## src/design/adc_regmap_pkg.sv

```systemverilog
// Configuration register map
package adc_regmap_pkg;

    typedef logic [3:0] cfg_addr_t;
    typedef logic [15:0] cfg_data_t;

    // Per-channel offsets sit at base + channel
    localparam cfg_addr_t ADDR_OFFSET_BASE = 4'd0;

    // Global settings
    localparam cfg_addr_t ADDR_RATIO       = 4'd4;
    localparam cfg_addr_t ADDR_THRESH_HIGH = 4'd5;
    localparam cfg_addr_t ADDR_THRESH_LOW  = 4'd6;
    localparam cfg_addr_t ADDR_CONTROL     = 4'd7;

    // Per-channel gain shifts sit at base + channel, low 2 bits
    localparam cfg_addr_t ADDR_SHIFT_BASE = 4'd8;

    // Control register bits
    localparam int CTRL_LATCH_BIT = 0;
    // Write-only, reads back nothing
    localparam int CTRL_CLEAR_BIT = 1;

endpackage

```

## src/design/adc_types_pkg.sv

```systemverilog
// ADC data path types
package adc_types_pkg;

    // Raw and calibrated sample width
    localparam int SAMPLE_WIDTH = 16;

    // Headroom for offset carry plus a gain shift of up to 3
    localparam int WIDE_WIDTH = SAMPLE_WIDTH + 4;

    // Upper bound on the number of lanes a channel number can address
    localparam int MAX_CHANNELS = 8;

    typedef logic signed [SAMPLE_WIDTH-1:0] sample_t;
    typedef logic signed [WIDE_WIDTH-1:0] wide_sample_t;
    typedef logic [2:0] channel_t;

    // Left shift of 0 to 3 bit positions
    typedef logic [1:0] shift_t;

    // Decimation ratio minus one, r keeps one sample in r+1
    typedef logic [3:0] ratio_t;

    // Saturation limits of a sample
    localparam sample_t SAMPLE_MAX = {1'b0, {(SAMPLE_WIDTH-1){1'b1}}};
    localparam sample_t SAMPLE_MIN = {1'b1, {(SAMPLE_WIDTH-1){1'b0}}};

endpackage

```

## src/design/adc_cfg_if.sv

```systemverilog
// Decoded configuration bus
interface adc_cfg_if #(
    parameter int N_CHANNELS = 4
);
    import adc_types_pkg::*;

    // Calibration, one entry per channel
    sample_t offset     [N_CHANNELS];
    shift_t  gain_shift [N_CHANNELS];

    ratio_t  decimation_ratio;

    // Fast stream comparator
    sample_t threshold_high;
    sample_t threshold_low;
    logic    latch_mode;
    logic    clear_latch;

    modport ctrl (
        output offset, gain_shift, decimation_ratio,
        output threshold_high, threshold_low, latch_mode, clear_latch
    );

    modport lane (input offset, gain_shift, decimation_ratio);

    modport monitor (input threshold_high, threshold_low, latch_mode, clear_latch);

endinterface

```

## src/design/adc_control_unit.sv

```systemverilog
// Configuration register file
module adc_control_unit #(
    parameter int N_CHANNELS = 4
) (
    input  logic                      clock,
    input  logic                      rst_n,
    input  logic                      cfg_write,
    input  adc_regmap_pkg::cfg_addr_t cfg_addr,
    input  adc_regmap_pkg::cfg_data_t cfg_data,
    adc_cfg_if.ctrl                   cfg
);
    import adc_types_pkg::*;
    import adc_regmap_pkg::*;

    // Per-channel calibration registers
    always_ff @(posedge clock) begin
        if (!rst_n) begin
            for (int c = 0; c < N_CHANNELS; c++) begin
                cfg.offset[c]     <= '0;
                cfg.gain_shift[c] <= '0;
            end
        end else if (cfg_write) begin
            // Only addresses of existing channels match
            for (int c = 0; c < N_CHANNELS; c++) begin
                if (cfg_addr == ADDR_OFFSET_BASE + cfg_addr_t'(c)) begin
                    cfg.offset[c] <= sample_t'(cfg_data);
                end
                if (cfg_addr == ADDR_SHIFT_BASE + cfg_addr_t'(c)) begin
                    cfg.gain_shift[c] <= cfg_data[$bits(shift_t)-1:0];
                end
            end
        end
    end

    // Global settings
    always_ff @(posedge clock) begin
        if (!rst_n) begin
            cfg.decimation_ratio <= '0;
            // Widest window so nothing trips until programmed
            cfg.threshold_high   <= SAMPLE_MAX;
            cfg.threshold_low    <= SAMPLE_MIN;
            cfg.latch_mode       <= 1'b0;
        end else if (cfg_write) begin
            case (cfg_addr)
                ADDR_RATIO: begin
                    cfg.decimation_ratio <= cfg_data[$bits(ratio_t)-1:0];
                end
                ADDR_THRESH_HIGH: begin
                    cfg.threshold_high <= sample_t'(cfg_data);
                end
                ADDR_THRESH_LOW: begin
                    cfg.threshold_low <= sample_t'(cfg_data);
                end
                ADDR_CONTROL: begin
                    cfg.latch_mode <= cfg_data[CTRL_LATCH_BIT];
                end
                default: begin
                end
            endcase
        end
    end

    // Clear pulse lasts one cycle after the control write
    always_ff @(posedge clock) begin
        if (!rst_n) begin
            cfg.clear_latch <= 1'b0;
        end else begin
            cfg.clear_latch <= cfg_write && (cfg_addr == ADDR_CONTROL)
                               && cfg_data[CTRL_CLEAR_BIT];
        end
    end

endmodule

```

## src/design/adc_processing.sv

```systemverilog
// ADC sample processing top
module adc_processing #(
    parameter int N_CHANNELS = 4
) (
    input  logic                      clock,
    input  logic                      rst_n,
    input  logic                      in_valid,
    input  adc_types_pkg::sample_t    in_data,
    input  adc_types_pkg::channel_t   in_channel,
    input  logic                      cfg_write,
    input  adc_regmap_pkg::cfg_addr_t cfg_addr,
    input  adc_regmap_pkg::cfg_data_t cfg_data,
    output logic                      fast_valid,
    output adc_types_pkg::sample_t    fast_data,
    output adc_types_pkg::channel_t   fast_channel,
    output logic                      filtered_valid,
    output adc_types_pkg::sample_t    filtered_data,
    output adc_types_pkg::channel_t   filtered_channel,
    output logic                      trip_high,
    output logic                      trip_low
);
    import adc_types_pkg::*;

    logic [N_CHANNELS-1:0] lane_valid;
    sample_t               lane_data;
    logic [N_CHANNELS-1:0] cal_valid;
    sample_t               cal_data [N_CHANNELS];
    logic [N_CHANNELS-1:0] cal_keep;

    adc_cfg_if #(.N_CHANNELS(N_CHANNELS)) cfg_bus ();

    adc_control_unit #(.N_CHANNELS(N_CHANNELS)) u_control_unit (
        .clock     (clock),
        .rst_n     (rst_n),
        .cfg_write (cfg_write),
        .cfg_addr  (cfg_addr),
        .cfg_data  (cfg_data),
        .cfg       (cfg_bus)
    );

    sample_dispatcher #(.N_CHANNELS(N_CHANNELS)) u_dispatcher (
        .clock      (clock),
        .rst_n      (rst_n),
        .in_valid   (in_valid),
        .in_data    (in_data),
        .in_channel (in_channel),
        .lane_valid (lane_valid),
        .lane_data  (lane_data)
    );

    // One calibration lane per channel
    for (genvar c = 0; c < N_CHANNELS; c++) begin : g_lane
        channel_calibrator #(.CHANNEL(c)) u_calibrator (
            .clock        (clock),
            .rst_n        (rst_n),
            .cfg          (cfg_bus),
            .sample_valid (lane_valid[c]),
            .sample_data  (lane_data),
            .cal_valid    (cal_valid[c]),
            .cal_data     (cal_data[c]),
            .cal_keep     (cal_keep[c])
        );
    end

    result_merger #(.N_CHANNELS(N_CHANNELS)) u_merger (
        .clock            (clock),
        .rst_n            (rst_n),
        .cfg              (cfg_bus),
        .cal_valid        (cal_valid),
        .cal_data         (cal_data),
        .cal_keep         (cal_keep),
        .fast_valid       (fast_valid),
        .fast_data        (fast_data),
        .fast_channel     (fast_channel),
        .filtered_valid   (filtered_valid),
        .filtered_data    (filtered_data),
        .filtered_channel (filtered_channel),
        .trip_high        (trip_high),
        .trip_low         (trip_low)
    );

endmodule

```

## src/design/channel_calibrator.sv

```systemverilog
// Per-channel calibration and decimation
module channel_calibrator #(
    parameter int CHANNEL = 0
) (
    input  logic                   clock,
    input  logic                   rst_n,
    adc_cfg_if.lane                cfg,
    input  logic                   sample_valid,
    input  adc_types_pkg::sample_t sample_data,
    output logic                   cal_valid,
    output adc_types_pkg::sample_t cal_data,
    output logic                   cal_keep
);
    import adc_types_pkg::*;

    wide_sample_t with_offset;
    wide_sample_t scaled;
    sample_t      saturated;
    ratio_t       dec_count;
    logic         keep_now;

    // Offset and gain in wide precision, then clamp
    always_comb begin
        with_offset = wide_sample_t'(sample_data) + wide_sample_t'(cfg.offset[CHANNEL]);
        scaled      = with_offset <<< cfg.gain_shift[CHANNEL];
        if (scaled > wide_sample_t'(SAMPLE_MAX)) begin
            saturated = SAMPLE_MAX;
        end else if (scaled < wide_sample_t'(SAMPLE_MIN)) begin
            saturated = SAMPLE_MIN;
        end else begin
            saturated = scaled[$bits(sample_t)-1:0];
        end
    end

    // Also catches a count left above a freshly lowered ratio
    assign keep_now = (dec_count >= cfg.decimation_ratio);

    always_ff @(posedge clock) begin
        if (!rst_n) begin
            dec_count <= '0;
            cal_valid <= 1'b0;
            cal_keep  <= 1'b0;
        end else begin
            cal_valid <= sample_valid;
            cal_keep  <= sample_valid && keep_now;
            if (sample_valid) begin
                if (keep_now) begin
                    dec_count <= '0;
                end else begin
                    dec_count <= dec_count + ratio_t'(1);
                end
            end
        end
    end

    always_ff @(posedge clock) begin
        if (sample_valid) begin
            cal_data <= saturated;
        end
    end

endmodule

```

## src/design/result_merger.sv

```systemverilog
// Lane merger and fast comparator
module result_merger #(
    parameter int N_CHANNELS = 4
) (
    input  logic                    clock,
    input  logic                    rst_n,
    adc_cfg_if.monitor              cfg,
    input  logic [N_CHANNELS-1:0]   cal_valid,
    input  adc_types_pkg::sample_t  cal_data [N_CHANNELS],
    input  logic [N_CHANNELS-1:0]   cal_keep,
    output logic                    fast_valid,
    output adc_types_pkg::sample_t  fast_data,
    output adc_types_pkg::channel_t fast_channel,
    output logic                    filtered_valid,
    output adc_types_pkg::sample_t  filtered_data,
    output adc_types_pkg::channel_t filtered_channel,
    output logic                    trip_high,
    output logic                    trip_low
);
    import adc_types_pkg::*;

    logic     sel_valid;
    logic     sel_keep;
    sample_t  sel_data;
    channel_t sel_channel;
    logic     above_high;
    logic     below_low;

    // At most one lane is valid per cycle
    always_comb begin
        sel_valid   = 1'b0;
        sel_keep    = 1'b0;
        sel_data    = '0;
        sel_channel = '0;
        for (int i = 0; i < N_CHANNELS; i++) begin
            if (cal_valid[i]) begin
                sel_valid   = 1'b1;
                sel_keep    = cal_keep[i];
                sel_data    = cal_data[i];
                sel_channel = channel_t'(i);
            end
        end
    end

    assign above_high = sel_valid && (sel_data > cfg.threshold_high);
    assign below_low  = sel_valid && (sel_data < cfg.threshold_low);

    always_ff @(posedge clock) begin
        if (!rst_n) begin
            fast_valid     <= 1'b0;
            filtered_valid <= 1'b0;
            trip_high      <= 1'b0;
            trip_low       <= 1'b0;
        end else begin
            fast_valid     <= sel_valid;
            filtered_valid <= sel_valid && sel_keep;
            if (cfg.latch_mode) begin
                // Clear drops the held state, the current sample still counts
                trip_high <= (trip_high && !cfg.clear_latch) || above_high;
                trip_low  <= (trip_low && !cfg.clear_latch) || below_low;
            end else if (sel_valid) begin
                trip_high <= above_high;
                trip_low  <= below_low;
            end
        end
    end

    always_ff @(posedge clock) begin
        if (sel_valid) begin
            fast_data    <= sel_data;
            fast_channel <= sel_channel;
        end
        if (sel_valid && sel_keep) begin
            filtered_data    <= sel_data;
            filtered_channel <= sel_channel;
        end
    end

endmodule

```

## src/design/sample_dispatcher.sv

```systemverilog
// Sample to lane dispatcher
module sample_dispatcher #(
    parameter int N_CHANNELS = 4
) (
    input  logic                      clock,
    input  logic                      rst_n,
    input  logic                      in_valid,
    input  adc_types_pkg::sample_t    in_data,
    input  adc_types_pkg::channel_t   in_channel,
    output logic [N_CHANNELS-1:0]     lane_valid,
    output adc_types_pkg::sample_t    lane_data
);
    import adc_types_pkg::*;

    // Decode over every addressable channel
    logic [MAX_CHANNELS-1:0] channel_onehot;

    always_comb begin
        channel_onehot = MAX_CHANNELS'(1) << in_channel;
    end

    // Channels without a lane fall off the top of the one-hot
    // and produce no strobe at all
    always_ff @(posedge clock) begin
        if (!rst_n) begin
            lane_valid <= '0;
        end else if (in_valid) begin
            lane_valid <= channel_onehot[N_CHANNELS-1:0];
        end else begin
            lane_valid <= '0;
        end
    end

    // Sample shared by all lanes
    always_ff @(posedge clock) begin
        if (in_valid) begin
            lane_data <= in_data;
        end
    end

endmodule

```

## config.mk

```make
export PLATFORM = sky130hd
export DESIGN_NAME = adc_processing
export DESIGN_NICKNAME = d
export VERILOG_FILES = /design/src/design/adc_regmap_pkg.sv /design/src/design/adc_types_pkg.sv /design/src/design/adc_cfg_if.sv /design/src/design/adc_control_unit.sv /design/src/design/adc_processing.sv /design/src/design/channel_calibrator.sv /design/src/design/result_merger.sv /design/src/design/sample_dispatcher.sv
export SDC_FILE = /design/constraint.sdc
export NUM_CORES = 1
export LEC_CHECK = 0
export BUFFER_PORTS_ARGS = -buffer_cell sky130_fd_sc_hd__buf_2
export CORE_ASPECT_RATIO = 1.1
export CORE_MARGIN = 2
export CORE_UTILIZATION = 62
export DETAILED_ROUTE_END_ITERATION = 8
export MAX_ROUTING_LAYER = met4
export PLACE_DENSITY = 0.81
export SYNTH_ARGS = -nofsm -noshare
export SYNTH_HDL_FRONTEND = slang
export SYNTH_HIERARCHICAL = 1
export SYNTH_SLANG_ARGS = --single-unit
```

## constraint.sdc

```tcl
create_clock -name clock -period 3.6 [get_ports clock]
set_clock_uncertainty 0.05 [all_clocks]
set_input_delay 0.18 -clock clock [delete_from_list [all_inputs] [get_ports clock]]
set_output_delay 0.18 -clock clock [all_outputs]
set_load 0.01 [all_outputs]
```

==> results_dict.tcl <==
set metrics [dict create \
    status "completed" \
    comb_power_share 0.141 \
    rows 61 \
    postRouteAntennaNets 0 \
    synth_top_family_by_area "compound AO/OA/AOI/OAI gates" \
    synth-seq-area-share 0.399 \
    yosysMostFrequentCell "nand2_1" \
    finalCritPeriodShare 0.943 \
    min_to "u_control_unit/cfg.threshold_high[5]" \
    grt_setup_unrepaired "false" \
    synth_ff_type "dfxtp_1" \
    timing.rr.start "u_dispatcher/lane_data[1]" \
    routed_via_density 6.20 \
    die-area_sq_um 26900 \
    power.switching_mw 1.83 \
    timing.fmax_mhz 294 \
    whs_path_depth 2 \
    required_ns 3.81 \
    ir_worst_vdd_uv 504 \
    via_count_of_the_first_global_routing_pass 12500 \
    tritoncts.num_buffers 26 \
    final.hold.worst_slack_ns 0.0233 \
    fp.coreArea_sq_um 25200 \
    power.sequential.fraction 0.464 \
    place_congestion 0.994 \
    clkPwrFrac 0.395 \
    drtIter0Drc 1083 \
    yosys_warnings 6 \
    synth_edf_count 116 \
    detail_route.drc_violations 0 \
    num-nets-final 1934 \
    yosys-top-cells-area "edfxtp_1 (22%), dfxtp_1 (18%), ha_1 (9.1%), mux2i_1 (7.1%), nand2_1 (5.0%)" \
    report.final.hold_viol_count 0 \
    synth_adder_area_share 0.0957 \
    area_growth_pct 11.3 \
    compound_cell_area_share_of_the_yosys_netlist 0.195 \
    route.final.wire_length_mm 42.6 \
    tritoncts_num_sinks 258 \
    htreeDepth 1 \
    netlist_instances 1682 \
    crit_start "u_dispatcher/lane_data[1]" \
    post_synth_mux_area_share 0.0954 \
    worst_slew_pin_slew_ns 1.29 \
    final-setup-viol-count 0 \
    drt_first_pass_iters 5 \
    initial_antenna_violation_count 0 \
    antennaDiodeCount 0 \
    syn_avg_cell_area_sq_um 9.43 \
    worst_r2r_path_depth 9 \
    io-pin-count 85 \
    dpl.hpwl_mm 31.1 \
    grt_first_pass_wirelength_mm 67.4 \
    cts_tree "yes" \
    timing.max_slew.rel_slack 0.143 \
    nFillCells 1884 \
    groute.usage.overall 0.333 \
    chipWidth_um 157 \
    root_buffer "clkbuf_16" \
    yosys.area_share.xor_xnor 0.0299 \
    leakagePower_nw 7.27 \
    grt.overflow.total 0 \
    power.density_nw_per_um2 391 \
    port_buffers 82 \
    setup_tns_ns 0 \
    route.vias.total 13100 \
    power_report.internal_total_mw 5.08 \
    timing.final.crit_period_ns 3.40 \
    post_synth_num_cell_types 80 \
    worst_setup_path_end_kind "flip-flop" \
    maxCapViolCount 0 \
    worst_hold_startpoint "rst_n" \
    timing.critical_path.fanout_max 14 \
    wire_per_inst_um 20.2 \
    yosys_register_bits 258 \
    power.share.switching 0.265 \
    cp-start-kind "flip-flop" \
    largest_net_degree_at_the_start_of_global_routing 55 \
    start_util 0.630 \
    clk_latency_ns 0.55 \
    synth.largest_area_cell "edfxtp_1" \
    cts_buffer_depth 3 \
    syn-cell-area_sq_um 15900 \
    r2r_end "g_lane[3].u_calibrator/cal_data[2]" \
    hold_path.class "in2reg" \
    synth.cells.most_frequent "nand2_1 (211), dfxtp_1 (142), a21oi_1 (138), edfxtp_1 (116), ha_1 (115)" \
    regToRegSetupSlack_ns 0.20 \
    die_height_um 172 \
    yosysTopAreaCellShare 0.220 \
    proportion_of_layout_cells_with_a_drive_suffix_above_1 0.113 \
    timing.final.max_slew_violations 0 \
    critPathKind "reg2reg" \
    synth-simple-area-share 0.131 \
    proportion_of_synthesized_flip_flops_having_asynchronous_set_or_reset 0 \
    clk_transition_reported_paths_ns 0.06 \
    critPathArrivalTime_ns 3.61 \
]
worst max path at each step:
| stage | to | slack (ns) | depth (start not counted) |
|---|---|---|---|
| final | g_lane[3].u_calibrator/cal_data[2] | 0.20 | 9 |
| after global routing | u_merger/trip_high | 0.01 | 11 |
| after CTS | g_lane[2].u_calibrator/cal_data[14] | 0.15 | 11 |
| after detailed placement | g_lane[2].u_calibrator/cal_data[2] | 0.17 | 11 |
| after global placement | g_lane[2].u_calibrator/cal_data[13] | 0.31 | 11 |
| after floorplan | g_lane[0].u_calibrator/cal_data[4] | 0.73 | 12 |
cell families after synthesis:
| kind of cell | count (synthesis) |
|---|---|
| XOR/XNOR | 52 |
| flip-flops | 258 |
| buffers and inverters | 193 |
| other | 1 |
| AO/OA/AOI/OAI | 473 |
| adder cells (fa/ha/maj) | 119 |
| multiplexers | 139 |
| AND/OR/NAND/NOR | 447 |
worst max-delay path, cell delays in order (launching register included):
cell	delay [ns]
edfxtp_1	0.54
ha_1	0.37
a211oi_2	0.26
o21ai_0	0.20
a21oi_1	0.27
o211ai_1	0.14
xnor2_1	0.45
a21oi_1	0.23
o31ai_4	0.42
o21ai_0	0.19
power by group through the flow:
stage               logic, mW  clock network, mW  registers, mW
finish                  0.974               2.73           3.21
detailed placement      0.903                  0           3.27
floorplan               0.665                  0           3.24
global route             1.07               2.86           3.21
CTS                     0.943               2.76           3.21
global placement        0.881                  0           3.27
sequential cells by signal, summed over array words and instances (netlist names), 4 cells and up:
register / cells
g_lane.u_calibrator/cal_keep: 4
g_lane.u_calibrator/dec_count: 16
u_control_unit/cfg.threshold_low: 16
g_lane.u_calibrator/cal_data: 64
u_control_unit/cfg.offset: 64
u_control_unit/cfg.threshold_high: 16
g_lane.u_calibrator/cal_valid: 4
u_control_unit/cfg.gain_shift: 8
u_merger/filtered_data: 16
u_dispatcher/lane_data: 16
u_control_unit/cfg.decimation_ratio: 4
u_merger/fast_data: 16
u_dispatcher/lane_valid: 4
repair_timing:
item                                   in CTS  in global routing
resized for setup                           0                  1
buffers inserted                            0                  1
hold buffers                               37                  0
setup endpoints to repair                   0                 16
endpoints found under the hold margin      36                  0
per-layer routing:
layer / share of wire / vias up / global-route usage
met2: 0.46 / 557 / 0.536
met4: 0.057 / 0 / 0.168
li1: - / 6269 / -
met1: 0.41 / 6104 / 0.411
met3: 0.075 / 134 / 0.0479
met5: 0 / - / -
placed cells by master (no fill, tap or decap), types with 19 or more instances in the layout:
cell type,n
nand3_1,27
a21oi_1,137
dfxtp_1,142
o22ai_1,19
nand2_1,211
edfxtp_1,116
xor2_1,23
nand2b_1,20
clkbuf_16,27
o21a_1,24
ha_1,115
xnor2_1,28
o211ai_1,28
dlygate4sd3_1,37
mux2i_1,113
buf_4,20
a21o_1,21
buf_2,81
inv_1,107
nor2_1,91
o21ai_0,113
layout make-up:
| type | instances | area, sq um | share of cell area |
|---|---|---|---|
| clock buffers | 33 | 718 | 0.0407 |
| inverters | 115 | 432 | 0.0245 |
| repair buffers | 139 | 946 | 0.0536 |
| clock inverters | 15 | 150 | 0.00851 |
| flip-flops and latches | 258 | 6330 | 0.358 |
| well taps | 315 | 394 | 0.0223 |
| multi-input cells | 1232 | 8690 | 0.492 |
through the flow:
stage / setup slack (ns) / cells / instance area, sq um / util / power, mW
after global placement: 0.309 / 2021 / 16400 / 0.651 / 4.15
after CTS: 0.148 / 2106 / 17600 / 0.700 / 6.91
after detailed placement: 0.171 / 2021 / 16400 / 0.651 / 4.17
after floorplan: 0.727 / 1683 / 15900 / - / 3.90
final: 0.204 / 2107 / 17700 / 0.701 / 6.91
after global routing: 0.0110 / 2107 / 17700 / 0.701 / 7.14
No activity file was read; power rests on OpenSTA's default activity.
